$ cat src/hdl/slice_pkg.sv
package slice_pkg;

    //////////////////////////////////////////////////////////////////////
    // Widths
    //////////////////////////////////////////////////////////////////////

    localparam int WORD_BITS = 32;
    localparam int PAGE_OFFSET_BITS = 12;
    localparam int VPN_BITS = WORD_BITS - PAGE_OFFSET_BITS;
    localparam int REG_COUNT = 8;
    localparam int TLB_ENTRIES = 8;

    typedef logic [WORD_BITS-1:0] word_t;
    typedef logic [VPN_BITS-1:0] vpn_t;
    typedef logic [VPN_BITS-1:0] pfn_t;
    typedef logic [$clog2(REG_COUNT)-1:0] reg_idx_t;
    typedef logic [$clog2(TLB_ENTRIES)-1:0] tlb_idx_t;

    //////////////////////////////////////////////////////////////////////
    // Codes
    //////////////////////////////////////////////////////////////////////

    // ALU_SHL takes its shift amount from op_b[4:0]
    typedef enum logic [2:0] {
        ALU_ADD = 3'd0,
        ALU_SUB = 3'd1,
        ALU_AND = 3'd2,
        ALU_OR  = 3'd3,
        ALU_XOR = 3'd4,
        ALU_SHL = 3'd5
    } alu_op_e;

    typedef enum logic [1:0] {
        FAULT_NONE       = 2'd0,
        FAULT_TLB_MISS   = 2'd1,
        FAULT_WRITE_PROT = 2'd2
    } fault_e;

endpackage

$ cat src/hdl/stage_ifs.sv
`timescale 1ns/1ps

// RrAg to MEM
interface ag_if;
    import slice_pkg::*;

    logic    valid;
    word_t   eip;
    alu_op_e aluk;
    word_t   op_a;
    word_t   op_b;
    word_t   lin_addr;
    logic    mem_wr;

    modport src (output valid, eip, aluk, op_a, op_b, lin_addr, mem_wr);
    modport dst (input valid, eip, aluk, op_a, op_b, lin_addr, mem_wr);

endinterface

// MEM to queue, and queue head to EX
interface xlat_if;
    import slice_pkg::*;

    logic    valid;
    word_t   eip;
    alu_op_e aluk;
    word_t   op_a;
    word_t   op_b;
    word_t   phys_addr;
    fault_e  fault;

    modport src (output valid, eip, aluk, op_a, op_b, phys_addr, fault);
    modport dst (input valid, eip, aluk, op_a, op_b, phys_addr, fault);

endinterface

$ cat src/hdl/rrag_stage.sv
`timescale 1ns/1ps

module rrag_stage (
    input  logic                clk,
    input  logic                rst_n,
    input  logic                rf_wr,
    input  slice_pkg::reg_idx_t rf_wr_addr,
    input  slice_pkg::word_t    rf_wr_data,
    input  logic                in_valid,
    input  slice_pkg::word_t    in_eip,
    input  slice_pkg::alu_op_e  in_aluk,
    input  slice_pkg::reg_idx_t in_base_reg,
    input  slice_pkg::reg_idx_t in_src_reg,
    input  slice_pkg::word_t    in_disp,
    input  logic                in_mem_wr,
    ag_if.src                   ag
);
    import slice_pkg::*;

    word_t rf [REG_COUNT];
    word_t base_val;
    word_t src_val;

    // Loaded only while nothing is in flight, so no bypass
    always_ff @(posedge clk) begin
        if (rf_wr) begin
            rf[rf_wr_addr] <= rf_wr_data;
        end
    end

    assign base_val = rf[in_base_reg];
    assign src_val = rf[in_src_reg];

    //////////////////////////////////////////////////////////////////////
    // RrAg to MEM register
    //////////////////////////////////////////////////////////////////////

    always_ff @(posedge clk) begin
        if (!rst_n) begin
            ag.valid <= 1'b0;
        end else begin
            ag.valid <= in_valid;
        end
    end

    always_ff @(posedge clk) begin
        if (in_valid) begin
            ag.eip <= in_eip;
            ag.aluk <= in_aluk;
            ag.op_a <= src_val;
            ag.op_b <= in_disp;
            // Linear address is base plus displacement, no segment base
            ag.lin_addr <= base_val + in_disp;
            ag.mem_wr <= in_mem_wr;
        end
    end

endmodule

$ cat src/hdl/mem_tlb_stage.sv
`timescale 1ns/1ps

module mem_tlb_stage (
    input  logic                clk,
    input  logic                rst_n,
    input  logic                tlb_wr,
    input  slice_pkg::tlb_idx_t tlb_wr_idx,
    input  slice_pkg::vpn_t     tlb_wr_vp,
    input  slice_pkg::pfn_t     tlb_wr_pf,
    input  logic                tlb_wr_valid,
    input  logic                tlb_wr_rw,
    ag_if.dst                   ag,
    xlat_if.src                 mem_q
);
    import slice_pkg::*;

    vpn_t                   tlb_vp [TLB_ENTRIES];
    pfn_t                   tlb_pf [TLB_ENTRIES];
    logic [TLB_ENTRIES-1:0] tlb_valid;
    logic [TLB_ENTRIES-1:0] tlb_rw;

    vpn_t     lookup_vpn;
    logic     hit;
    tlb_idx_t hit_idx;
    word_t    phys_addr;
    fault_e   fault;

    //////////////////////////////////////////////////////////////////////
    // TLB table
    //////////////////////////////////////////////////////////////////////

    always_ff @(posedge clk) begin
        if (!rst_n) begin
            tlb_valid <= '0;
        end else if (tlb_wr) begin
            tlb_valid[tlb_wr_idx] <= tlb_wr_valid;
        end
    end

    always_ff @(posedge clk) begin
        if (tlb_wr) begin
            tlb_vp[tlb_wr_idx] <= tlb_wr_vp;
            tlb_pf[tlb_wr_idx] <= tlb_wr_pf;
            tlb_rw[tlb_wr_idx] <= tlb_wr_rw;
        end
    end

    //////////////////////////////////////////////////////////////////////
    // Lookup
    //////////////////////////////////////////////////////////////////////

    assign lookup_vpn = ag.lin_addr[WORD_BITS-1:PAGE_OFFSET_BITS];

    // Scan downward so the lowest matching entry is the one kept
    always_comb begin
        hit = 1'b0;
        hit_idx = '0;
        for (int i = TLB_ENTRIES - 1; i >= 0; i--) begin
            if (tlb_valid[i] && (tlb_vp[i] == lookup_vpn)) begin
                hit = 1'b1;
                hit_idx = tlb_idx_t'(i);
            end
        end
    end

    always_comb begin
        if (!hit) begin
            phys_addr = '0;
            fault = FAULT_TLB_MISS;
        end else begin
            phys_addr = {tlb_pf[hit_idx], ag.lin_addr[PAGE_OFFSET_BITS-1:0]};
            if (ag.mem_wr && !tlb_rw[hit_idx]) begin
                fault = FAULT_WRITE_PROT;
            end else begin
                fault = FAULT_NONE;
            end
        end
    end

    // Valid here is a push into the queue
    always_ff @(posedge clk) begin
        if (!rst_n) begin
            mem_q.valid <= 1'b0;
        end else begin
            mem_q.valid <= ag.valid;
        end
    end

    always_ff @(posedge clk) begin
        if (ag.valid) begin
            mem_q.eip <= ag.eip;
            mem_q.aluk <= ag.aluk;
            mem_q.op_a <= ag.op_a;
            mem_q.op_b <= ag.op_b;
            mem_q.phys_addr <= phys_addr;
            mem_q.fault <= fault;
        end
    end

endmodule

$ cat src/hdl/queued_latch.sv
`timescale 1ns/1ps

module queued_latch #(
    parameter int QUEUE_DEPTH = 8
) (
    input  logic clk,
    input  logic rst_n,
    xlat_if.dst  mem_q,
    xlat_if.src  q_ex,
    input  logic pop,
    output logic in_credit
);
    import slice_pkg::*;

    localparam int PTR_W = $clog2(QUEUE_DEPTH);
    localparam int CNT_W = $clog2(QUEUE_DEPTH + 1);

    word_t   eip_q [QUEUE_DEPTH];
    alu_op_e aluk_q [QUEUE_DEPTH];
    word_t   op_a_q [QUEUE_DEPTH];
    word_t   op_b_q [QUEUE_DEPTH];
    word_t   phys_q [QUEUE_DEPTH];
    fault_e  fault_q [QUEUE_DEPTH];

    logic [PTR_W-1:0] wr_ptr;
    logic [PTR_W-1:0] rd_ptr;
    logic [CNT_W-1:0] count;
    logic             do_pop;

    assign do_pop = pop && (count != '0);

    // Storage, space is guaranteed by the input credits
    always_ff @(posedge clk) begin
        if (mem_q.valid) begin
            eip_q[wr_ptr] <= mem_q.eip;
            aluk_q[wr_ptr] <= mem_q.aluk;
            op_a_q[wr_ptr] <= mem_q.op_a;
            op_b_q[wr_ptr] <= mem_q.op_b;
            phys_q[wr_ptr] <= mem_q.phys_addr;
            fault_q[wr_ptr] <= mem_q.fault;
        end
    end

    always_ff @(posedge clk) begin
        if (!rst_n) begin
            wr_ptr <= '0;
            rd_ptr <= '0;
            count <= '0;
            in_credit <= 1'b0;
        end else begin
            if (mem_q.valid) begin
                wr_ptr <= (wr_ptr == PTR_W'(QUEUE_DEPTH - 1)) ? '0 : wr_ptr + 1'b1;
            end
            if (do_pop) begin
                rd_ptr <= (rd_ptr == PTR_W'(QUEUE_DEPTH - 1)) ? '0 : rd_ptr + 1'b1;
            end
            case ({mem_q.valid, do_pop})
                2'b10: count <= count + 1'b1;
                2'b01: count <= count - 1'b1;
                default: count <= count;
            endcase
            // One credit back to the source per pop
            in_credit <= do_pop;
        end
    end

    // Head entry
    assign q_ex.valid = (count != '0);
    assign q_ex.eip = eip_q[rd_ptr];
    assign q_ex.aluk = aluk_q[rd_ptr];
    assign q_ex.op_a = op_a_q[rd_ptr];
    assign q_ex.op_b = op_b_q[rd_ptr];
    assign q_ex.phys_addr = phys_q[rd_ptr];
    assign q_ex.fault = fault_q[rd_ptr];

endmodule

$ cat src/hdl/execute_stage.sv
`timescale 1ns/1ps

module execute_stage #(
    parameter int OUT_CREDITS = 4
) (
    input  logic              clk,
    input  logic              rst_n,
    xlat_if.dst               q_ex,
    output logic              pop,
    input  logic              out_credit,
    output logic              out_valid,
    output slice_pkg::word_t  out_eip,
    output slice_pkg::word_t  out_result,
    output slice_pkg::word_t  out_phys_addr,
    output slice_pkg::fault_e out_fault
);
    import slice_pkg::*;

    localparam int CRED_W = $clog2(OUT_CREDITS + 1);

    logic [CRED_W-1:0] credits;
    word_t             alu_out;

    //////////////////////////////////////////////////////////////////////
    // Output credits
    //////////////////////////////////////////////////////////////////////

    assign pop = q_ex.valid && (credits != '0);

    always_ff @(posedge clk) begin
        if (!rst_n) begin
            credits <= CRED_W'(OUT_CREDITS);
        end else begin
            case ({pop, out_credit})
                2'b10: credits <= credits - 1'b1;
                2'b01: credits <= credits + 1'b1;
                default: credits <= credits;
            endcase
        end
    end

    //////////////////////////////////////////////////////////////////////
    // ALU
    //////////////////////////////////////////////////////////////////////

    always_comb begin
        case (q_ex.aluk)
            ALU_ADD: alu_out = q_ex.op_a + q_ex.op_b;
            ALU_SUB: alu_out = q_ex.op_a - q_ex.op_b;
            ALU_AND: alu_out = q_ex.op_a & q_ex.op_b;
            ALU_OR:  alu_out = q_ex.op_a | q_ex.op_b;
            ALU_XOR: alu_out = q_ex.op_a ^ q_ex.op_b;
            ALU_SHL: alu_out = q_ex.op_a << q_ex.op_b[4:0];
            default: alu_out = '0;
        endcase
    end

    // Result register
    always_ff @(posedge clk) begin
        if (!rst_n) begin
            out_valid <= 1'b0;
        end else begin
            out_valid <= pop;
        end
    end

    always_ff @(posedge clk) begin
        if (pop) begin
            out_eip <= q_ex.eip;
            // Faulting ops report no result
            out_result <= (q_ex.fault == FAULT_NONE) ? alu_out : '0;
            out_phys_addr <= q_ex.phys_addr;
            out_fault <= q_ex.fault;
        end
    end

endmodule

$ cat src/hdl/core_slice_top.sv
`timescale 1ns/1ps

module core_slice_top #(
    parameter int QUEUE_DEPTH = 8,
    parameter int OUT_CREDITS = 4
) (
    input  logic                clk,
    input  logic                rst_n,

    // Register file load
    input  logic                rf_wr,
    input  slice_pkg::reg_idx_t rf_wr_addr,
    input  slice_pkg::word_t    rf_wr_data,

    // TLB load
    input  logic                tlb_wr,
    input  slice_pkg::tlb_idx_t tlb_wr_idx,
    input  slice_pkg::vpn_t     tlb_wr_vp,
    input  slice_pkg::pfn_t     tlb_wr_pf,
    input  logic                tlb_wr_valid,
    input  logic                tlb_wr_rw,

    // Micro-op in
    input  logic                in_valid,
    input  slice_pkg::word_t    in_eip,
    input  slice_pkg::alu_op_e  in_aluk,
    input  slice_pkg::reg_idx_t in_base_reg,
    input  slice_pkg::reg_idx_t in_src_reg,
    input  slice_pkg::word_t    in_disp,
    input  logic                in_mem_wr,
    output logic                in_credit,

    // Result out
    output logic                out_valid,
    output slice_pkg::word_t    out_eip,
    output slice_pkg::word_t    out_result,
    output slice_pkg::word_t    out_phys_addr,
    output slice_pkg::fault_e   out_fault,
    input  logic                out_credit
);

    ag_if   ag_i ();
    xlat_if mem_q ();
    xlat_if q_ex ();

    logic pop;

    //////////////////////////////////////////////////////////////////////
    // RrAg -> MEM -> queue -> EX
    //////////////////////////////////////////////////////////////////////

    rrag_stage rrag_i (
        .clk        (clk),
        .rst_n      (rst_n),
        .rf_wr      (rf_wr),
        .rf_wr_addr (rf_wr_addr),
        .rf_wr_data (rf_wr_data),
        .in_valid   (in_valid),
        .in_eip     (in_eip),
        .in_aluk    (in_aluk),
        .in_base_reg(in_base_reg),
        .in_src_reg (in_src_reg),
        .in_disp    (in_disp),
        .in_mem_wr  (in_mem_wr),
        .ag         (ag_i.src)
    );

    mem_tlb_stage mem_i (
        .clk         (clk),
        .rst_n       (rst_n),
        .tlb_wr      (tlb_wr),
        .tlb_wr_idx  (tlb_wr_idx),
        .tlb_wr_vp   (tlb_wr_vp),
        .tlb_wr_pf   (tlb_wr_pf),
        .tlb_wr_valid(tlb_wr_valid),
        .tlb_wr_rw   (tlb_wr_rw),
        .ag          (ag_i.dst),
        .mem_q       (mem_q.src)
    );

    queued_latch #(
        .QUEUE_DEPTH(QUEUE_DEPTH)
    ) queue_i (
        .clk      (clk),
        .rst_n    (rst_n),
        .mem_q    (mem_q.dst),
        .q_ex     (q_ex.src),
        .pop      (pop),
        .in_credit(in_credit)
    );

    execute_stage #(
        .OUT_CREDITS(OUT_CREDITS)
    ) ex_i (
        .clk          (clk),
        .rst_n        (rst_n),
        .q_ex         (q_ex.dst),
        .pop          (pop),
        .out_credit   (out_credit),
        .out_valid    (out_valid),
        .out_eip      (out_eip),
        .out_result   (out_result),
        .out_phys_addr(out_phys_addr),
        .out_fault    (out_fault)
    );

endmodule

$ cat config.mk
export PLATFORM = sky130hd
export DESIGN_NAME = core_slice_top
export DESIGN_NICKNAME = d
export VERILOG_FILES = /design/src/hdl/slice_pkg.sv /design/src/hdl/stage_ifs.sv /design/src/hdl/rrag_stage.sv /design/src/hdl/mem_tlb_stage.sv /design/src/hdl/queued_latch.sv /design/src/hdl/execute_stage.sv /design/src/hdl/core_slice_top.sv
export SDC_FILE = /design/constraint.sdc
export NUM_CORES = 2
export LEC_CHECK = 0
export ABC_AREA = 1
export BUFFER_PORTS_ARGS = -buffer_cell sky130_fd_sc_hd__buf_2
export CAP_MARGIN = 30
export CELL_PAD_IN_SITES_DETAIL_PLACEMENT = 2
export CELL_PAD_IN_SITES_GLOBAL_PLACEMENT = 2
export CORE_MARGIN = 4
export CORE_UTILIZATION = 35
export DETAILED_ROUTE_END_ITERATION = 8
export PLACE_DENSITY = 0.66
export SYNTH_ARGS = -nofsm -noshare
export SYNTH_HDL_FRONTEND = slang
export SYNTH_SLANG_ARGS = --single-unit
$ cat constraint.sdc
create_clock -name clk -period 8.8 [get_ports clk]
set_clock_uncertainty 0.15 [all_clocks]
set_input_delay 0.88 -clock clk [delete_from_list [all_inputs] [get_ports clk]]
set_output_delay 0.88 -clock clk [all_outputs]
set_load 0.02 [all_outputs]
==> run_summary.xml <==
<?xml version="1.0" encoding="UTF-8"?>
<metrics>
  <group name="synth">
    <metric name="synth-seq-cells" unit="">2038</metric>
    <metric name="ys_async_sr_fraction" unit="%">0</metric>
    <metric name="synthFlopType" unit="">sky130_fd_sc_hd__edfxtp_1</metric>
    <metric name="synth.yosys.warnings" unit="">0</metric>
    <metric name="postSynthNetCount" unit="">8208</metric>
    <metric name="syn-mean-instance-area" unit="um^2">11.3</metric>
    <metric name="netlist_area" unit="um^2">89100</metric>
    <metric name="synth.yosys.seq_area_share" unit="%">68.4</metric>
    <metric name="netlist-cell-type-count" unit="">60</metric>
    <metric name="synth_edf_count" unit="">2011</metric>
    <metric name="post_synth_inst_count" unit="">7908</metric>
  </group>
  <group name="routing">
    <metric name="drt-vias-per-instance" unit="">5.42</metric>
    <metric name="dr_wl_met2" unit="um">156000</metric>
    <metric name="postRouteWirelength" unit="um">319000</metric>
    <metric name="drt_iter0_drc" unit="">4669</metric>
    <metric name="met3RoutedLength" unit="um">11500</metric>
    <metric name="dr_total_vias" unit="">63362</metric>
    <metric name="highest_layer" unit="">met5</metric>
    <metric name="first_pass_iters" unit="">6</metric>
    <metric name="drt-met1-wl" unit="um">144000</metric>
    <metric name="detail_route.drc_violations" unit="">0</metric>
    <metric name="remaining_number_of_nets_flagged_by_the_antenna_check_after_routing" unit="">0</metric>
    <metric name="route.detailed.wl_per_inst" unit="um">27.2</metric>
  </group>
  <group name="critical_path">
    <metric name="critical_path_sink" unit="">ex_i.out_result[22]</metric>
    <metric name="cp.required" unit="ns">9.25</metric>
    <metric name="worst-r2r-cell-count" unit="">25</metric>
    <metric name="setup.worst_path.end_class" unit="">flip-flop</metric>
    <metric name="critical_path_class" unit="">reg -&gt; reg</metric>
    <metric name="worst_r2r_endpoint" unit="">ex_i.out_result[22]</metric>
    <metric name="crit_arrival" unit="ns">6.64</metric>
    <metric name="critical_path_start_type" unit="">flip-flop</metric>
    <metric name="worstPathMaxFanout" unit="">68</metric>
    <metric name="ff2ff_setup_slack" unit="ns">2.61</metric>
  </group>
  <group name="cts">
    <metric name="cts_max_level" unit="">4</metric>
    <metric name="numClockSinks" unit="">2038</metric>
    <metric name="cts-resized-gates" unit="">0</metric>
    <metric name="clkLatencyLatePin" unit="ns">0.89</metric>
    <metric name="cts-root-to-sink-buffers" unit="">3</metric>
    <metric name="cts_made_buffers" unit="">225</metric>
    <metric name="clock_tree.root_cell" unit="">sky130_fd_sc_hd__clkbuf_16</metric>
    <metric name="cts_hold_buf" unit="">31</metric>
    <metric name="tritoncts" unit="">built</metric>
    <metric name="clk_pin_slew" unit="ns">0.07</metric>
    <metric name="cts_setup_buffers" unit="">0</metric>
  </group>
  <group name="global_routing">
    <metric name="largest_net_degree_at_the_start_of_global_routing" unit="">202</metric>
    <metric name="grt_use_total" unit="%">23.7</metric>
    <metric name="grt.overflow.total" unit="">0</metric>
    <metric name="grt_first_pass_wirelength" unit="um">467000</metric>
    <metric name="grt_pass1_vias" unit="">69437</metric>
    <metric name="antenna_found_initial" unit="">41</metric>
  </group>
  <group name="floorplanning">
    <metric name="initial_utilization" unit="%">35.3</metric>
    <metric name="num_rows" unit="">184</metric>
    <metric name="die_width" unit="um">513</metric>
    <metric name="floorplan.io_pins" unit="">260</metric>
    <metric name="die-area" unit="um^2">263000</metric>
    <metric name="dieHeight" unit="um">513</metric>
    <metric name="core_area" unit="um^2">252000</metric>
  </group>
  <group name="power">
    <metric name="ir_worst_vdd" unit="mV">0.210</metric>
    <metric name="power.density" unit="nW/um^2">310</metric>
    <metric name="static-leakage-power" unit="uW">0.0368</metric>
    <metric name="p_total" unit="uW">31500</metric>
  </group>
  <group name="placed_design">
    <metric name="placedInstanceArea" unit="um^2">94100</metric>
    <metric name="dp.final_hpwl" unit="um">199000</metric>
    <metric name="dp.cells" unit="">11227</metric>
    <metric name="placement.io_buffers" unit="">259</metric>
    <metric name="final_weighted_congestion_in_routability_driven_placement" unit="">0.877</metric>
  </group>
  <group name="layout">
    <metric name="count_of_fill_cells_added_during_filler_insertion" unit="">26214</metric>
    <metric name="drive_gt1_share" unit="%">9.79</metric>
    <metric name="final_net_count" unit="">8439</metric>
    <metric name="final_area" unit="um^2">102000</metric>
    <metric name="instances_no_fill" unit="">11693</metric>
    <metric name="regArea" unit="um^2">61000</metric>
    <metric name="most_common_cell_after_layout_fill_and_taps_aside" unit="">sky130_fd_sc_hd__edfxtp_1</metric>
    <metric name="final_cell_mix" unit="">sky130_fd_sc_hd__edfxtp_1, sky130_fd_sc_hd__nor2_1, sky130_fd_sc_hd__nand2_1</metric>
    <metric name="multi_input_area" unit="um^2">24200</metric>
    <metric name="areaGrowthSynthToFinish" unit="%">14.2</metric>
  </group>
  <group name="sta">
    <metric name="whs" unit="ns">0.0853</metric>
    <metric name="final-hold-violation-count" unit="">0</metric>
    <metric name="report.final.setup_viol" unit="">0</metric>
    <metric name="worstMarginPinSlew" unit="ns">1.07</metric>
    <metric name="max_freq" unit="MHz">161</metric>
    <metric name="final_count_of_pins_violating_max_slew" unit="">0</metric>
    <metric name="final_min_period_over_clock_period" unit="%">70.4</metric>
    <metric name="slew_headroom" unit="%">28.9</metric>
    <metric name="totalNegativeSetupSlack" unit="ns">0</metric>
    <metric name="post-route-min-period" unit="ns">6.19</metric>
    <metric name="setup_repair_after_global_routing_missed_its_margin" unit="">no</metric>
  </group>
  <group name="min_path">
    <metric name="holdCritStartpoint" unit="">in_eip[1]</metric>
    <metric name="hold_path.class" unit="">in -&gt; reg</metric>
  </group>
  <group name="job">
    <metric name="maxCapViolations" unit="">0</metric>
  </group>
  <group name="run_status">
    <metric name="outcome" unit="">finished, final reports clean</metric>
  </group>
</metrics>
state kept, by name (all words and copies together) (netlist names), 8 cells and up, named ones only:
| name | flops |
|---|---|
| queue_i.aluk_q | 24 |
| queue_i.op_a_q | 256 |
| mem_i.tlb_pf | 160 |
| ex_i.out_result | 32 |
| rrag_i.ag.lin_addr | 32 |
| mem_i.mem_q.op_a | 32 |
| rrag_i.ag.op_b | 32 |
| mem_i.tlb_vp | 160 |
| mem_i.mem_q.op_b | 32 |
| queue_i.op_b_q | 256 |
| queue_i.phys_q | 256 |
| rrag_i.rf | 256 |
| mem_i.mem_q.phys_addr | 32 |
| queue_i.fault_q | 16 |
| rrag_i.ag.eip | 32 |
| rrag_i.ag.op_a | 32 |
| ex_i.out_phys_addr | 32 |
| ex_i.out_eip | 32 |
| mem_i.tlb_valid | 8 |
| mem_i.tlb_rw | 8 |
| mem_i.mem_q.eip | 32 |
| queue_i.eip_q | 256 |
cell type report:
cell class	count	area share, %
antenna	7	0.0172
clock inverter	159	1.49
sequential	2038	59.9
inverter	600	2.24
timing repair buffer	407	2.72
clock buffer	267	5.69
multi-input combinational	4867	23.8
tap	3348	4.12
metrics by stage:
stage | utilization, % | worst slack, ns
after floorplan | - | 1.98
after global placement | 37.2 | 2.76
after detailed placement | 37.3 | 2.59
after CTS | 40.3 | 2.58
after global routing | 40.3 | 2.07
final | 40.3 | 2.61
where the power goes:
part | total [uW] | internal (uW) | switching [uW]
clock network | 9360 | 5250 | 4110
registers | 11800 | 11400 | 448
logic | 10300 | 2770 | 7560
total | 31500 | 19400 | 12100
Yosys cell counts (4+ instances only):
cell type	n	area, um^2
sky130_fd_sc_hd__a21o_1	8	60.1
sky130_fd_sc_hd__nor2_4	4	45.0
sky130_fd_sc_hd__clkbuf_1	213	800
sky130_fd_sc_hd__a211oi_1	4	30.0
sky130_fd_sc_hd__dfxtp_1	27	541
sky130_fd_sc_hd__o211ai_1	130	976
sky130_fd_sc_hd__ha_1	136	1700
sky130_fd_sc_hd__o21bai_1	5	37.5
sky130_fd_sc_hd__buf_6	16	180
sky130_fd_sc_hd__o21ai_0	983	4920
sky130_fd_sc_hd__nor3_1	40	200
sky130_fd_sc_hd__nand2_2	7	43.8
sky130_fd_sc_hd__o21ai_1	92	460
sky130_fd_sc_hd__nor4_1	17	106
sky130_fd_sc_hd__nand2_1	1054	3960
sky130_fd_sc_hd__inv_2	12	45.0
sky130_fd_sc_hd__o21ai_2	17	149
sky130_fd_sc_hd__buf_1	38	143
sky130_fd_sc_hd__nand4_1	38	238
sky130_fd_sc_hd__nand3_1	236	1180
sky130_fd_sc_hd__nand3b_1	22	165
sky130_fd_sc_hd__o22ai_1	139	870
sky130_fd_sc_hd__or2_2	28	175
sky130_fd_sc_hd__a221oi_1	10	87.6
sky130_fd_sc_hd__xor2_1	78	683
sky130_fd_sc_hd__nor2_1	1313	4930
sky130_fd_sc_hd__buf_4	29	218
sky130_fd_sc_hd__xnor2_1	25	219
sky130_fd_sc_hd__nor2_2	4	25.0
sky130_fd_sc_hd__a31oi_1	147	920
sky130_fd_sc_hd__o221ai_1	8	70.1
sky130_fd_sc_hd__inv_1	586	2200
sky130_fd_sc_hd__edfxtp_1	2011	60400
sky130_fd_sc_hd__a21oi_1	286	1430
sky130_fd_sc_hd__fa_1	4	80.1
sky130_fd_sc_hd__a21boi_0	6	45.0
sky130_fd_sc_hd__buf_2	105	526
how the worst min path moves through the flow:
stage / endpoint / slack [ns] / depth (start not counted)
6_report: rrag_i.ag.eip[1] / 0.09 / 1
5_1_grt: rrag_i.ag.eip[1] / 0.01 / 1
4_1_cts: rrag_i.ag.eip[1] / 0.02 / 1
3_5_place_dp: mem_i.mem_q.op_b[10] / 0.26 / 0
3_3_place_gp: mem_i.mem_q.op_a[21] / 0.25 / 0
2_1_floorplan: mem_i.mem_q.aluk[0] / 0.25 / 0
logic make-up after synthesis:
kind of cell             synth area share [%]
AO/OA/AOI/OAI                            11.4
XOR/XNOR                                 1.01
adder cells (fa/ha/maj)                  2.00
buffers and inverters                    4.64
flip-flops                               68.4
AND/OR/NAND/NOR                          12.5
metal layers:
metal / up-vias / track usage, %
li1: 28413 / -
met3: 423 / 2.71
met2: 1272 / 40.8
met5: - / 0
met4: 10 / 5.36
met1: 33244 / 32.2
critical path: stages (launching register included):
cell	delay (ns)
sky130_fd_sc_hd__dfxtp_4	0.48
sky130_fd_sc_hd__clkinv_2	0.45
sky130_fd_sc_hd__buf_12	0.43
sky130_fd_sc_hd__nor2_1	0.10
sky130_fd_sc_hd__o21ai_1	0.09
sky130_fd_sc_hd__o21ai_1	0.10
sky130_fd_sc_hd__o21ai_2	0.72
sky130_fd_sc_hd__inv_2	0.39
sky130_fd_sc_hd__nor3_1	0.29
sky130_fd_sc_hd__inv_1	0.17
sky130_fd_sc_hd__nor2_4	0.15
sky130_fd_sc_hd__nor2_1	0.07
sky130_fd_sc_hd__xor2_1	0.17
sky130_fd_sc_hd__ha_1	0.38
sky130_fd_sc_hd__nand2_1	0.17
sky130_fd_sc_hd__inv_1	0.08
sky130_fd_sc_hd__a21oi_1	0.19
sky130_fd_sc_hd__nand3_1	0.17
sky130_fd_sc_hd__nand2_1	0.09
sky130_fd_sc_hd__nand2_1	0.14
sky130_fd_sc_hd__nand2_1	0.09
sky130_fd_sc_hd__nand2_1	0.08
sky130_fd_sc_hd__o21ai_0	0.18
sky130_fd_sc_hd__a21oi_1	0.07
sky130_fd_sc_hd__a211oi_1	0.39
sky130_fd_sc_hd__a21oi_1	0.12
Note: power is estimated with default switching activity, not from simulation.
